$ cat config.mk
export PLATFORM = sky130hd
export DESIGN_NAME = spi_tx_top
export DESIGN_NICKNAME = d
export VERILOG_FILES = /design/src/spi_tx_pkg.sv /design/src/spi_tx_if.sv /design/src/spi_byte_fifo.sv /design/src/spi_cmd_decode.sv /design/src/spi_shifter.sv /design/src/spi_frame_tally.sv /design/src/spi_tx_top.sv
export VERILOG_INCLUDE_DIRS = /design/src /design/src/src
export SDC_FILE = /design/constraint.sdc
export NUM_CORES = 1
export LEC_CHECK = 0
export BUFFER_PORTS_ARGS = -buffer_cell sky130_fd_sc_hd__buf_2
export CAP_MARGIN = 40
export CORE_ASPECT_RATIO = 1.1
export CORE_MARGIN = 1
export CORE_UTILIZATION = 60
export DETAILED_ROUTE_END_ITERATION = 10
export PLACE_DENSITY = 0.81
export SLEW_MARGIN = 20
export SYNTH_ARGS = -nofsm -noshare
export SYNTH_HDL_FRONTEND = slang
export SYNTH_HIERARCHICAL = 1
export SYNTH_SLANG_ARGS = --single-unit
export TNS_END_PERCENT = 1
$ cat constraint.sdc
create_clock -name clk_i -period 4.15 [get_ports clk_i]
set_input_delay 0.415 -clock clk_i [delete_from_list [all_inputs] [get_ports clk_i]]
set_output_delay 0.415 -clock clk_i [all_outputs]
set_load 0.03 [all_outputs]
$ cat src/spi_tx_macros.svh
// ~~~~~~~~~~~~~~~~~~~~~~~~~~~~~~~~~~~~~~~~~~~~~~~~~~
// spi transmit constants: frame width, queue depth
// and width of the finished-frame counter.
// ~~~~~~~~~~~~~~~~~~~~~~~~~~~~~~~~~~~~~~~~~~~~~~~~~~

`ifndef SPI_TX_MACROS_SVH
`define SPI_TX_MACROS_SVH

// bits per spi frame, sent msb first.
`define SPI_DPW 8

// bytes held in the transmit queue.
`define SPI_FIFO_DEPTH 4

// frames_o wraps at this width.
`define SPI_CNT_W 16

`endif

$ cat src/spi_tx_pkg.sv
// ~~~~~~~~~~~~~~~~~~~~~~~~~~~~~~~~~~~~~~~~~~~~~~~~~~
// spi transmit types: payload byte, register map
// and frame count.
// ~~~~~~~~~~~~~~~~~~~~~~~~~~~~~~~~~~~~~~~~~~~~~~~~~~

`include "spi_tx_macros.svh"

package spi_tx_pkg;

  // one frame of payload.
  typedef logic [`SPI_DPW-1:0] byte_t;

  // host register addresses, 2 and 3 are unused.
  typedef enum logic [1:0] {
    REG_DATA  = 2'd0,  // queue a byte.
    REG_CLEAR = 2'd1   // zero the frame count.
  } reg_addr_e;

  // finished frames since reset or the last clear.
  typedef logic [`SPI_CNT_W-1:0] frame_cnt_t;

endpackage

$ cat src/spi_tx_if.sv
// ~~~~~~~~~~~~~~~~~~~~~~~~~~~~~~~~~~~~~~~~~~~~~~~~~~
// frame request link between decode, shifter and
// the result counter.
// ~~~~~~~~~~~~~~~~~~~~~~~~~~~~~~~~~~~~~~~~~~~~~~~~~~

`timescale 1ns/1ns

interface spi_tx_if;

  logic              req;   // one-cycle frame start.
  spi_tx_pkg::byte_t data;  // valid with req.
  logic              rdy;   // one-cycle frame end.
  logic              busy;  // frame in flight.

  modport decode (
    output req,
    output data,
    input  busy
  );

  modport execute (
    input  req,
    input  data,
    output rdy,
    output busy
  );

  modport result (
    input  rdy
  );

endinterface

$ cat src/spi_byte_fifo.sv
// ~~~~~~~~~~~~~~~~~~~~~~~~~~~~~~~~~~~~~~~~~~~~~~~~~~
// byte queue, circular buffer with full and empty.
// ~~~~~~~~~~~~~~~~~~~~~~~~~~~~~~~~~~~~~~~~~~~~~~~~~~

`timescale 1ns/1ns

`include "spi_tx_macros.svh"

module spi_byte_fifo (
  input  logic              clk_i,
  input  logic              rst_ni,
  input  logic              push_i,
  input  spi_tx_pkg::byte_t data_i,
  input  logic              pop_i,
  output spi_tx_pkg::byte_t head_o,
  output logic              empty_o,
  output logic              full_o
);

  localparam int unsigned DEPTH = `SPI_FIFO_DEPTH;
  localparam int unsigned PTR_W = (DEPTH > 1) ? $clog2(DEPTH) : 1;
  localparam int unsigned CNT_W = $clog2(DEPTH + 1);

  spi_tx_pkg::byte_t mem [DEPTH];
  logic [PTR_W-1:0]  wr_ptr_q;
  logic [PTR_W-1:0]  rd_ptr_q;
  logic [CNT_W-1:0]  count_q;
  logic              do_push;
  logic              do_pop;

  assign do_push = push_i && !full_o;
  assign do_pop  = pop_i && !empty_o;
  assign empty_o = (count_q == '0);
  assign full_o  = (count_q == CNT_W'(DEPTH));
  assign head_o  = mem[rd_ptr_q];

  always_ff @(posedge clk_i) begin
    if (do_push) begin
      mem[wr_ptr_q] <= data_i;
    end
  end

  always_ff @(posedge clk_i or negedge rst_ni) begin
    if (!rst_ni) begin
      wr_ptr_q <= '0;
      rd_ptr_q <= '0;
      count_q  <= '0;
    end else begin
      if (do_push) begin
        wr_ptr_q <= (wr_ptr_q == PTR_W'(DEPTH - 1)) ? '0 : wr_ptr_q + 1'b1;
      end
      if (do_pop) begin
        rd_ptr_q <= (rd_ptr_q == PTR_W'(DEPTH - 1)) ? '0 : rd_ptr_q + 1'b1;
      end
      case ({do_push, do_pop})
        2'b10:   count_q <= count_q + 1'b1;
        2'b01:   count_q <= count_q - 1'b1;
        default: count_q <= count_q;  // both or neither.
      endcase
    end
  end

endmodule

$ cat src/spi_cmd_decode.sv
// ~~~~~~~~~~~~~~~~~~~~~~~~~~~~~~~~~~~~~~~~~~~~~~~~~~
// host write decoder, queues bytes and launches one
// spi frame from the queue head when the shifter is free.
// ~~~~~~~~~~~~~~~~~~~~~~~~~~~~~~~~~~~~~~~~~~~~~~~~~~

`timescale 1ns/1ns

module spi_cmd_decode (
  input  logic                  clk_i,
  input  logic                  rst_ni,
  input  logic                  wr_i,
  input  spi_tx_pkg::reg_addr_e addr_i,
  input  spi_tx_pkg::byte_t     wdata_i,
  output logic                  clear_o,
  output logic                  full_o,
  output logic                  empty_o,
  spi_tx_if.decode              tx
);

  logic              push;
  logic              launch;
  logic              launch_q;
  spi_tx_pkg::byte_t head;

  // data writes into a full queue are dropped.
  assign push    = wr_i && (addr_i == spi_tx_pkg::REG_DATA) && !full_o;
  assign clear_o = wr_i && (addr_i == spi_tx_pkg::REG_CLEAR);

  // busy rises one cycle after req, launch_q covers that gap.
  assign launch  = !empty_o && !tx.busy && !launch_q;

  assign tx.req  = launch;
  assign tx.data = head;

  always_ff @(posedge clk_i or negedge rst_ni) begin
    if (!rst_ni) begin
      launch_q <= 1'b0;
    end else begin
      launch_q <= launch;
    end
  end

  spi_byte_fifo u_fifo (
    .clk_i   (clk_i),
    .rst_ni  (rst_ni),
    .push_i  (push),
    .data_i  (wdata_i),
    .pop_i   (launch),  // head leaves the queue as the frame starts.
    .head_o  (head),
    .empty_o (empty_o),
    .full_o  (full_o)
  );

endmodule

$ cat src/spi_shifter.sv
// ~~~~~~~~~~~~~~~~~~~~~~~~~~~~~~~~~~~~~~~~~~~~~~~~~~
// spi serializer, one byte per request, msb first,
// idle-high clock, data changes on the falling edge.
// ~~~~~~~~~~~~~~~~~~~~~~~~~~~~~~~~~~~~~~~~~~~~~~~~~~

`timescale 1ns/1ns

`include "spi_tx_macros.svh"

module spi_shifter (
  input  logic       clk_i,
  input  logic       rst_ni,
  spi_tx_if.execute  tx,
  output logic       spi_o,
  output logic       spi_clk_o,
  output logic       spi_csb_o
);

  typedef enum logic [1:0] {IDLE, LOAD, TX, TOGGLE} state_e;

  state_e              state_q;
  spi_tx_pkg::byte_t   shift_q;
  logic [`SPI_DPW-1:0] bit_cnt_q;  // thermometer, one bit per rising edge.
  logic                rdy_q;
  logic                busy_q;

  assign spi_o   = shift_q[`SPI_DPW-1];
  assign tx.rdy  = rdy_q;
  assign tx.busy = busy_q;

  always_ff @(posedge clk_i or negedge rst_ni) begin
    if (!rst_ni) begin
      state_q   <= IDLE;
      shift_q   <= '0;
      bit_cnt_q <= '0;
      spi_clk_o <= 1'b1;
      spi_csb_o <= 1'b1;
      rdy_q     <= 1'b0;
      busy_q    <= 1'b0;
    end else begin
      case (state_q)
        IDLE: begin
          spi_clk_o <= 1'b1;
          spi_csb_o <= !tx.req;  // select falls the cycle after req.
          busy_q    <= tx.req;   // also drops busy after rdy.
          rdy_q     <= 1'b0;
          bit_cnt_q <= '0;
          if (tx.req) begin
            shift_q <= tx.data;
            state_q <= LOAD;
          end
        end
        LOAD: begin
          spi_clk_o <= 1'b0;  // first fall keeps the msb on the line.
          state_q   <= TX;
        end
        TX: begin
          spi_clk_o <= 1'b1;
          bit_cnt_q <= {bit_cnt_q[`SPI_DPW-2:0], 1'b1};
          state_q   <= TOGGLE;
        end
        TOGGLE: begin
          if (&bit_cnt_q) begin
            // last clock-high phase done, end the frame.
            spi_csb_o <= 1'b1;
            rdy_q     <= 1'b1;
            shift_q   <= '0;
            state_q   <= IDLE;
          end else begin
            spi_clk_o <= 1'b0;
            shift_q   <= {shift_q[`SPI_DPW-2:0], 1'b0};  // next bit on the fall.
            state_q   <= TX;
          end
        end
        default: begin
          shift_q   <= '0;
          bit_cnt_q <= '0;
          spi_clk_o <= 1'b1;
          spi_csb_o <= 1'b1;
          rdy_q     <= 1'b0;
          busy_q    <= 1'b0;
          state_q   <= IDLE;
        end
      endcase
    end
  end

endmodule

$ cat src/spi_frame_tally.sv
// ~~~~~~~~~~~~~~~~~~~~~~~~~~~~~~~~~~~~~~~~~~~~~~~~~~
// finished-frame counter and queue drain detection.
// ~~~~~~~~~~~~~~~~~~~~~~~~~~~~~~~~~~~~~~~~~~~~~~~~~~

`timescale 1ns/1ns

module spi_frame_tally (
  input  logic                   clk_i,
  input  logic                   rst_ni,
  input  logic                   clear_i,
  input  logic                   empty_i,
  spi_tx_if.result               tx,
  output spi_tx_pkg::frame_cnt_t frames_o,
  output logic                   done_o
);

  spi_tx_pkg::frame_cnt_t frames_q;
  logic                   done_q;

  assign frames_o = frames_q;
  assign done_o   = done_q;

  always_ff @(posedge clk_i or negedge rst_ni) begin
    if (!rst_ni) begin
      frames_q <= '0;
      done_q   <= 1'b0;
    end else begin
      if (clear_i) begin
        frames_q <= '0;  // clear wins over a finishing frame.
      end else if (tx.rdy) begin
        frames_q <= frames_q + 1'b1;  // wraps.
      end
      // last queued frame just ended.
      done_q <= tx.rdy && empty_i;
    end
  end

endmodule

$ cat src/spi_tx_top.sv
// ~~~~~~~~~~~~~~~~~~~~~~~~~~~~~~~~~~~~~~~~~~~~~~~~~~
// spi transmit peripheral, write-only host port to
// a queued msb-first spi master.
// ~~~~~~~~~~~~~~~~~~~~~~~~~~~~~~~~~~~~~~~~~~~~~~~~~~

`timescale 1ns/1ns

`include "spi_tx_macros.svh"

module spi_tx_top (
  input  logic                  clk_i,
  input  logic                  rst_ni,
  input  logic                  wr_i,
  input  logic [1:0]            addr_i,
  input  logic [`SPI_DPW-1:0]   wdata_i,
  output logic                  spi_o,
  output logic                  spi_clk_o,
  output logic                  spi_csb_o,
  output logic                  busy_o,
  output logic                  full_o,
  output logic                  done_o,
  output logic [`SPI_CNT_W-1:0] frames_o
);

  spi_tx_pkg::reg_addr_e addr;
  logic                  clear;
  logic                  empty;

  spi_tx_if tx ();

  assign addr   = spi_tx_pkg::reg_addr_e'(addr_i);
  assign busy_o = tx.busy;

  spi_cmd_decode u_decode (
    .clk_i   (clk_i),
    .rst_ni  (rst_ni),
    .wr_i    (wr_i),
    .addr_i  (addr),
    .wdata_i (wdata_i),
    .clear_o (clear),
    .full_o  (full_o),
    .empty_o (empty),
    .tx      (tx.decode)
  );

  spi_shifter u_shifter (
    .clk_i     (clk_i),
    .rst_ni    (rst_ni),
    .tx        (tx.execute),
    .spi_o     (spi_o),
    .spi_clk_o (spi_clk_o),
    .spi_csb_o (spi_csb_o)
  );

  spi_frame_tally u_tally (
    .clk_i    (clk_i),
    .rst_ni   (rst_ni),
    .clear_i  (clear),
    .empty_i  (empty),
    .tx       (tx.result),
    .frames_o (frames_o),
    .done_o   (done_o)
  );

endmodule

* Word-level counts from Yosys, hierarchy flattened
Memories as Yosys holds them, arrays and structs flattened.
Index checks and enable logic that the tools add are counted.
** Word-level totals
- Bits in registers :: 47
- Bits in writable memories :: 32
- Input port bits :: 13
- Memories :: 1
** Memories
- u_decode.u_fifo.mem :: depth 4, width 8, read ports 1, clocked after memory_dff 0, wr ports 1, line spi_byte_fifo.sv:24 : spi_tx_pkg::byte_t mem [DEPTH];
** Cells by class
- $add $sub $neg :: 5
- Equality and inequality tests :: 12
- Mux-type cells :: 19
- Reductions and logical operators :: 24
** Operator list (count)
- 16-bit two-way mux :: 2
- 8-bit case mux with 2 select lines :: 2
- 16-bit by 1-bit adder with 16-bit output, second input constant :: 1
- 8-bit two-way mux :: 2
- 2-bit == test, second input constant :: 5
- 1-bit logical AND :: 8
- 2-bit two-way mux :: 4
- 2-bit case mux with 4 select lines :: 1
- 8-bit AND reduction :: 1
- 2-bit nonzero test :: 4
- 2-bit by 1-bit == test with 1-bit output, second input constant :: 3
- 3-bit case mux with 2 select lines :: 1
- 1-bit zero test :: 5
- 2-bit by 1-bit adder with 2-bit output, second input constant :: 2
- 2-bit zero test :: 2
- 1-bit two-way mux :: 4
- 2-bit != test, second input constant :: 2
- 1-bit case mux with 2 select lines :: 2
- 2-bit AND reduction :: 2
- 3-bit by 1-bit adder with 3-bit output, second input constant :: 1
- 3-bit == test, second input constant :: 1
- 3-bit zero test :: 1
- 1-bit case mux with 3 select lines :: 1
- 3-bit by 1-bit subtractor with 3-bit output, second input constant :: 1
- other kinds (2) :: 2

* Logic depth before layout (Yosys ltp)
- Depth after elaboration :: 7
- Depth in mapped cells :: 10
- Depth with buffers taken out :: 10

* Cells and area by module
Netlist, hierarchy kept.
** By module, submodules not included
- spi_byte_fifo :: times used 1, cells each 82, area each 1636.6 µm², sequential area each 1136.1 µm²
- spi_shifter :: times used 1, cells each 77, area each 963.4 µm², sequential area each 553.0 µm²
- spi_frame_tally :: times used 1, cells each 82, area each 830.8 µm², sequential area each 425.4 µm²
- spi_cmd_decode :: times used 1, cells each 4, area each 53.8 µm², sequential area each 25.0 µm²

* Worst setup path after synthesis
OpenSTA, ideal clock, no wires.
- Path kind :: reg2reg
- From :: register u_decode.u_fifo.count_q[0]
- To :: register u_decode.u_fifo.count_q[2]
- Arrival :: 2.181 ns
- Setup slack :: 1.890 ns
- Cell stages (with the launch flop) :: 11
- Path buffers :: 0
- Clock period less this slack :: 2.260 ns
- Cells stage by stage :: dfrtp_1 nor3b_4 nor4b_2 nor2b_4 inv_1 ha_1 inv_1 fa_1 xor2_1 nor2_1 xor2_1
** RTL lines
- start: declaration :: line spi_byte_fifo.sv:27 : logic [CNT_W-1:0] count_q;
- start signal: assignment :: line spi_byte_fifo.sv:56 : 2'b10: count_q <= count_q + 1'b1;
- start signal: assignment :: line spi_byte_fifo.sv:57 : 2'b01: count_q <= count_q - 1'b1;
- start signal: assignment :: line spi_byte_fifo.sv:58 : default: count_q <= count_q;
- 3-bit == test * :: line spi_byte_fifo.sv:34 : assign full_o = (count_q == CNT_W'(DEPTH));
- via full_o :: line spi_tx_top.sv:20 : output logic full_o,
- 1-bit zero test * :: line spi_cmd_decode.sv:26 : assign push = wr_i && (addr_i == spi_tx_pkg::REG_DATA) && !full_o;
- 1-bit logical AND * :: line spi_cmd_decode.sv:26
- via u_decode.push :: line spi_cmd_decode.sv:20 : logic push;
- 1-bit logical AND * :: line spi_byte_fifo.sv:31 : assign do_push = push_i && !full_o;
- 2-bit by 1-bit == test with 1-bit output or 2-bit == test (tied branches) :: line spi_byte_fifo.sv:55 : case ({do_push, do_pop})
- 3-bit case mux with 2 select lines or 2-bit nonzero test (tied branches)
The timed path passes the listed nets; every way through them passes the cells marked *.
A chain may end at the register's enable or synchronous reset.

* Worst setup path in the final report
- From :: register u_decode.u_fifo.count_q[0]
- To :: register u_decode.u_fifo.count_q[2]
** On the way
- Cells in the longest elaborated chain, start to end :: 7
** RTL lines
- 3-bit zero test * :: line spi_byte_fifo.sv:33 : assign empty_o = (count_q == '0);
- via empty :: line spi_tx_top.sv:27 : logic empty;
- 1-bit zero test * :: line spi_cmd_decode.sv:30 : assign launch = !empty_o && !tx.busy && !launch_q;
- 1-bit logical AND * (2 in series) :: line spi_cmd_decode.sv:30
- via tx.req :: line spi_tx_if.sv:10 : logic req;
- 1-bit logical AND * :: line spi_byte_fifo.sv:32 : assign do_pop = pop_i && !empty_o;
- via u_decode.u_fifo.do_pop :: line spi_byte_fifo.sv:29 : logic do_pop;
- 2-bit by 1-bit == test with 1-bit output or 2-bit == test (tied branches) :: line spi_byte_fifo.sv:55
- 3-bit case mux with 2 select lines or 2-bit nonzero test (tied branches)
Marked as above.

==> impl_metrics.ini <==
[synthesis]
synth_largest_area_cell = dfrtp_1
synth_area_per_cell_um2 = 14.2
yosysSeqAreaShare_pct = 61.4
yosys.cell_types.count = 52
post_syn_area_um2 = 3480
synth_nets = 266
synth_top_area_share_pct = 32.3
netlist_instances = 245
post_synthesis_register_bit_count = 79
synthTopCellsByArea = dfrtp_1 32%, edfxtp_1 28%, mux4_2 5.2%
ys_warn_count = 6

[timing]
tns_ns = 0
maxClockFrequency_ghz = 0.448
timing.final.setup_violations = 0
finalClockSkew_ns = 0.0125
slew_headroom_pct = 48.7
grt_setup_unrepaired = false
worst_pin_slew_ns = 0.769
layout_min_cycle_time_ns = 2.23
final_max_slew_viol_count = 0
hold_viol = 0
fin_crit_sh_pct = 53.8

[grt]
grt.overflow.total = 0
grt_max_degree = 32
globalRouteTotalUtil_pct = 21.2
grt_pass1_vias = 1996
grt_first_pass_wirelength_mm = 9.36
grt_antenna_before_repair = 0

[clock_network]
cts-resized-gates = 0
worst_setup_hold_path_clk_slew_ns = 0.08
cts_tree = built
cts_htree_levels = 3
cts-root-buf = clkbuf_8
numCtsBuffers = 9
clock_latency_ns = 0.35
clock-sinks = 79
ctsLongestPathBuffers = 2

[routing]
vias_per_cell = 5.80
total_detailed_routing_wirelength_mm = 5.65
number_of_iterations_in_the_first_detailed_routing_pass = 4
detail_route.iter0.violations = 173
post_dr_wirelength_cell_um = 15.6
drc = 0
ant_nets = 0
route.vias.total = 2099

[hold_path]
hp-class = in2reg

[final_layout]
synthToLayoutAreaGrowth_pct = 12.0
layout.cells.most_common = dfrtp_1
fraction_of_layout_cells_with_a_size_suffix_above_1_pct = 29.3
commonest_cells_after_routing_fill_and_taps_aside = 45 x dfrtp_1, 34 x buf_2, 32 x edfxtp_1
finalNetCount = 303
antennaDiodeCount = 0
finalCoreUtilization_pct = 70.9

[job]
drv_cap = 0

[setup_path]
crit_chain = nor3_2 > nor3_1 > nand2b_4 > inv_1 > ha_1 > inv_1 > fa_1 > xor2_1 > nor2_1 > xor2_1
timing.critical_path.buf_inv = 2
cpLargestDelayFamily = simple AND/OR/NAND/NOR gates
critical_path_arrival_ns = 2.51
timing.critical_path.slowest_stage_cell = dfrtp_1
worst_path_largest_cell_delay_ns = 0.48
critPathLaunchType = flop
worstPathMaxFanout = 4
crit_type = reg2reg
cp_data_required_time_ns = 4.42
setup.worst_path.end_class = flop

[die]
initial_utilization_pct = 63.4
row_count = 28
dieWidth_um = 74.7
floorplan.io_pins = 35
fp.coreArea_um2 = 5500
die_area_um2 = 6120
fp.dieH_um = 81.9

[run_status]
outcome = finished clean

[placement]
portBuffers = 34
place.gp.congestion = 0.765
dpl.hpwl_mm = 3.83

[power_and_ir_drop]
irDropWorstVdd_mv = 0.310
power.density_nw_per_um2 = 575
total_leakage_power_nw = 1.67
[path summary, 6_finish.rpt]
path	start	end	slack (ns)	cells past startpoint
max	u_decode/u_fifo/count_q[0]	u_decode/u_fifo/count_q[2]	1.92	10
min	wdata_i[6]	u_decode/u_fifo/mem[0][6]	0.28	1
max reg2reg	u_decode/u_fifo/count_q[0]	u_decode/u_fifo/count_q[2]	1.92	10
min reg2reg	u_shifter/spi_clk_o	u_shifter/spi_clk_o	0.49	2
max in group asynchronous	rst_ni	u_decode/u_fifo/rd_ptr_q[0]	3.14	3
min in group asynchronous	rst_ni	u_shifter/bit_cnt_q[3]	0.51	2
[flip-flops by register name (all words and copies together), names as in the netlist]
register and flops:
u_shifter/spi_clk_o 1, u_shifter/state_q 2, u_tally/done_o 1, u_tally/frames_o 16, u_decode/u_fifo/mem 32, u_shifter/bit_cnt_q 8, u_decode/u_fifo/count_q 3, u_decode/u_fifo/rd_ptr_q 2
u_decode/u_fifo/wr_ptr_q 2, u_shifter/spi_csb_o 1, u_shifter/shift_q 8, u_shifter/tx.rdy 1, u_decode/launch_q 1, u_shifter/tx.busy 1
[cells in the mapped netlist (all sizes together)]
library cell and instances:
a211o 1, a21o 1, a21oi 5, a221o 7
a22o 6, a32o 7, and2 5, and3b 1
buf 7, clkbuf 4, dfrtp 45, dfstp 2
edfxtp 32, fa 1, ha 7, inv 10
mux2 5, mux2i 2, mux4 8, nand2 14
nand2b 1, nand3 2, nand4 4, nor2 19
nor2b 2, nor3 6, nor3b 1, nor4 3
nor4b 1, o2111ai 2, o211a 1, o211ai 1
o21a 1, o21ai 9, o21ba 1, o31ai 1
or2 1, or3 4, or4 1, xnor2 8
xor2 6
[cells by family after synthesis]
group | Yosys count | synth area share [%]
AO/OA/AOI/OAI | 43 | 10.0
XOR/XNOR | 14 | 3.52
adder cells (fa/ha/maj) | 8 | 3.09
buffers and inverters | 21 | 2.91
flip-flops | 79 | 61.4
multiplexers | 15 | 7.68
AND/OR/NAND/NOR | 65 | 11.4
[cell type report]
cell class	instances	area, um^2
inverters	10	37.5
flip-flops and latches	79	2140
repair buffers	37	208
multi-input cells	145	1240
well taps	75	93.8
fillers	367	1600
clock inverters	7	55.1
clock buffers	9	124
[what timing repair did]
| item | 4_1_cts | 5_1_grt |
|---|---|---|
| hold buffers | 1 | 0 |
| endpoints found under the hold margin | 14 | 0 |
| buffers inserted | 0 | 0 |
[worst reg2reg max path, cell delays in order (launching register included)]
cell      delay, ns
dfrtp_1        0.48
nor3_2         0.11
nor3_1         0.37
nand2b_4       0.11
inv_1          0.07
ha_1           0.17
inv_1          0.06
fa_1           0.37
xor2_1         0.15
nor2_1         0.11
xor2_1         0.15
[power by group]
group          internal [mW]  total [mW]  switching (mW)
registers              0.952        1.13           0.177
clock network          0.222       0.507           0.285
logic                  0.308       0.606           0.298
total                   1.48        2.24           0.760
[stage by stage]
| stage | hold slack, ns | setup slack (ns) | total power, mW | area (um^2) | instances |
|---|---|---|---|---|---|
| global route | 0.264 | 1.71 | 2.38 | 3900 | 362 |
| global placement | 0.468 | 1.64 | 1.72 | 3690 | 344 |
| finish | 0.276 | 1.92 | 2.24 | 3900 | 362 |
| floorplan | 0.119 | 1.89 | 1.62 | 3480 | 245 |
| CTS | 0.256 | 1.90 | 2.26 | 3900 | 362 |
| detailed placement | 0.362 | 1.61 | 1.76 | 3710 | 345 |
[per-layer routing]
metal  share of wire [%]  vias up  GRT usage, %
met5                   0        -             0
met3                 3.1        8          5.64
met1                  45     1059          27.0
li1                    -      987             -
met2                  50       45          33.4
met4                 1.7        0          10.9
No activity file was read; power rests on OpenSTA's default activity.
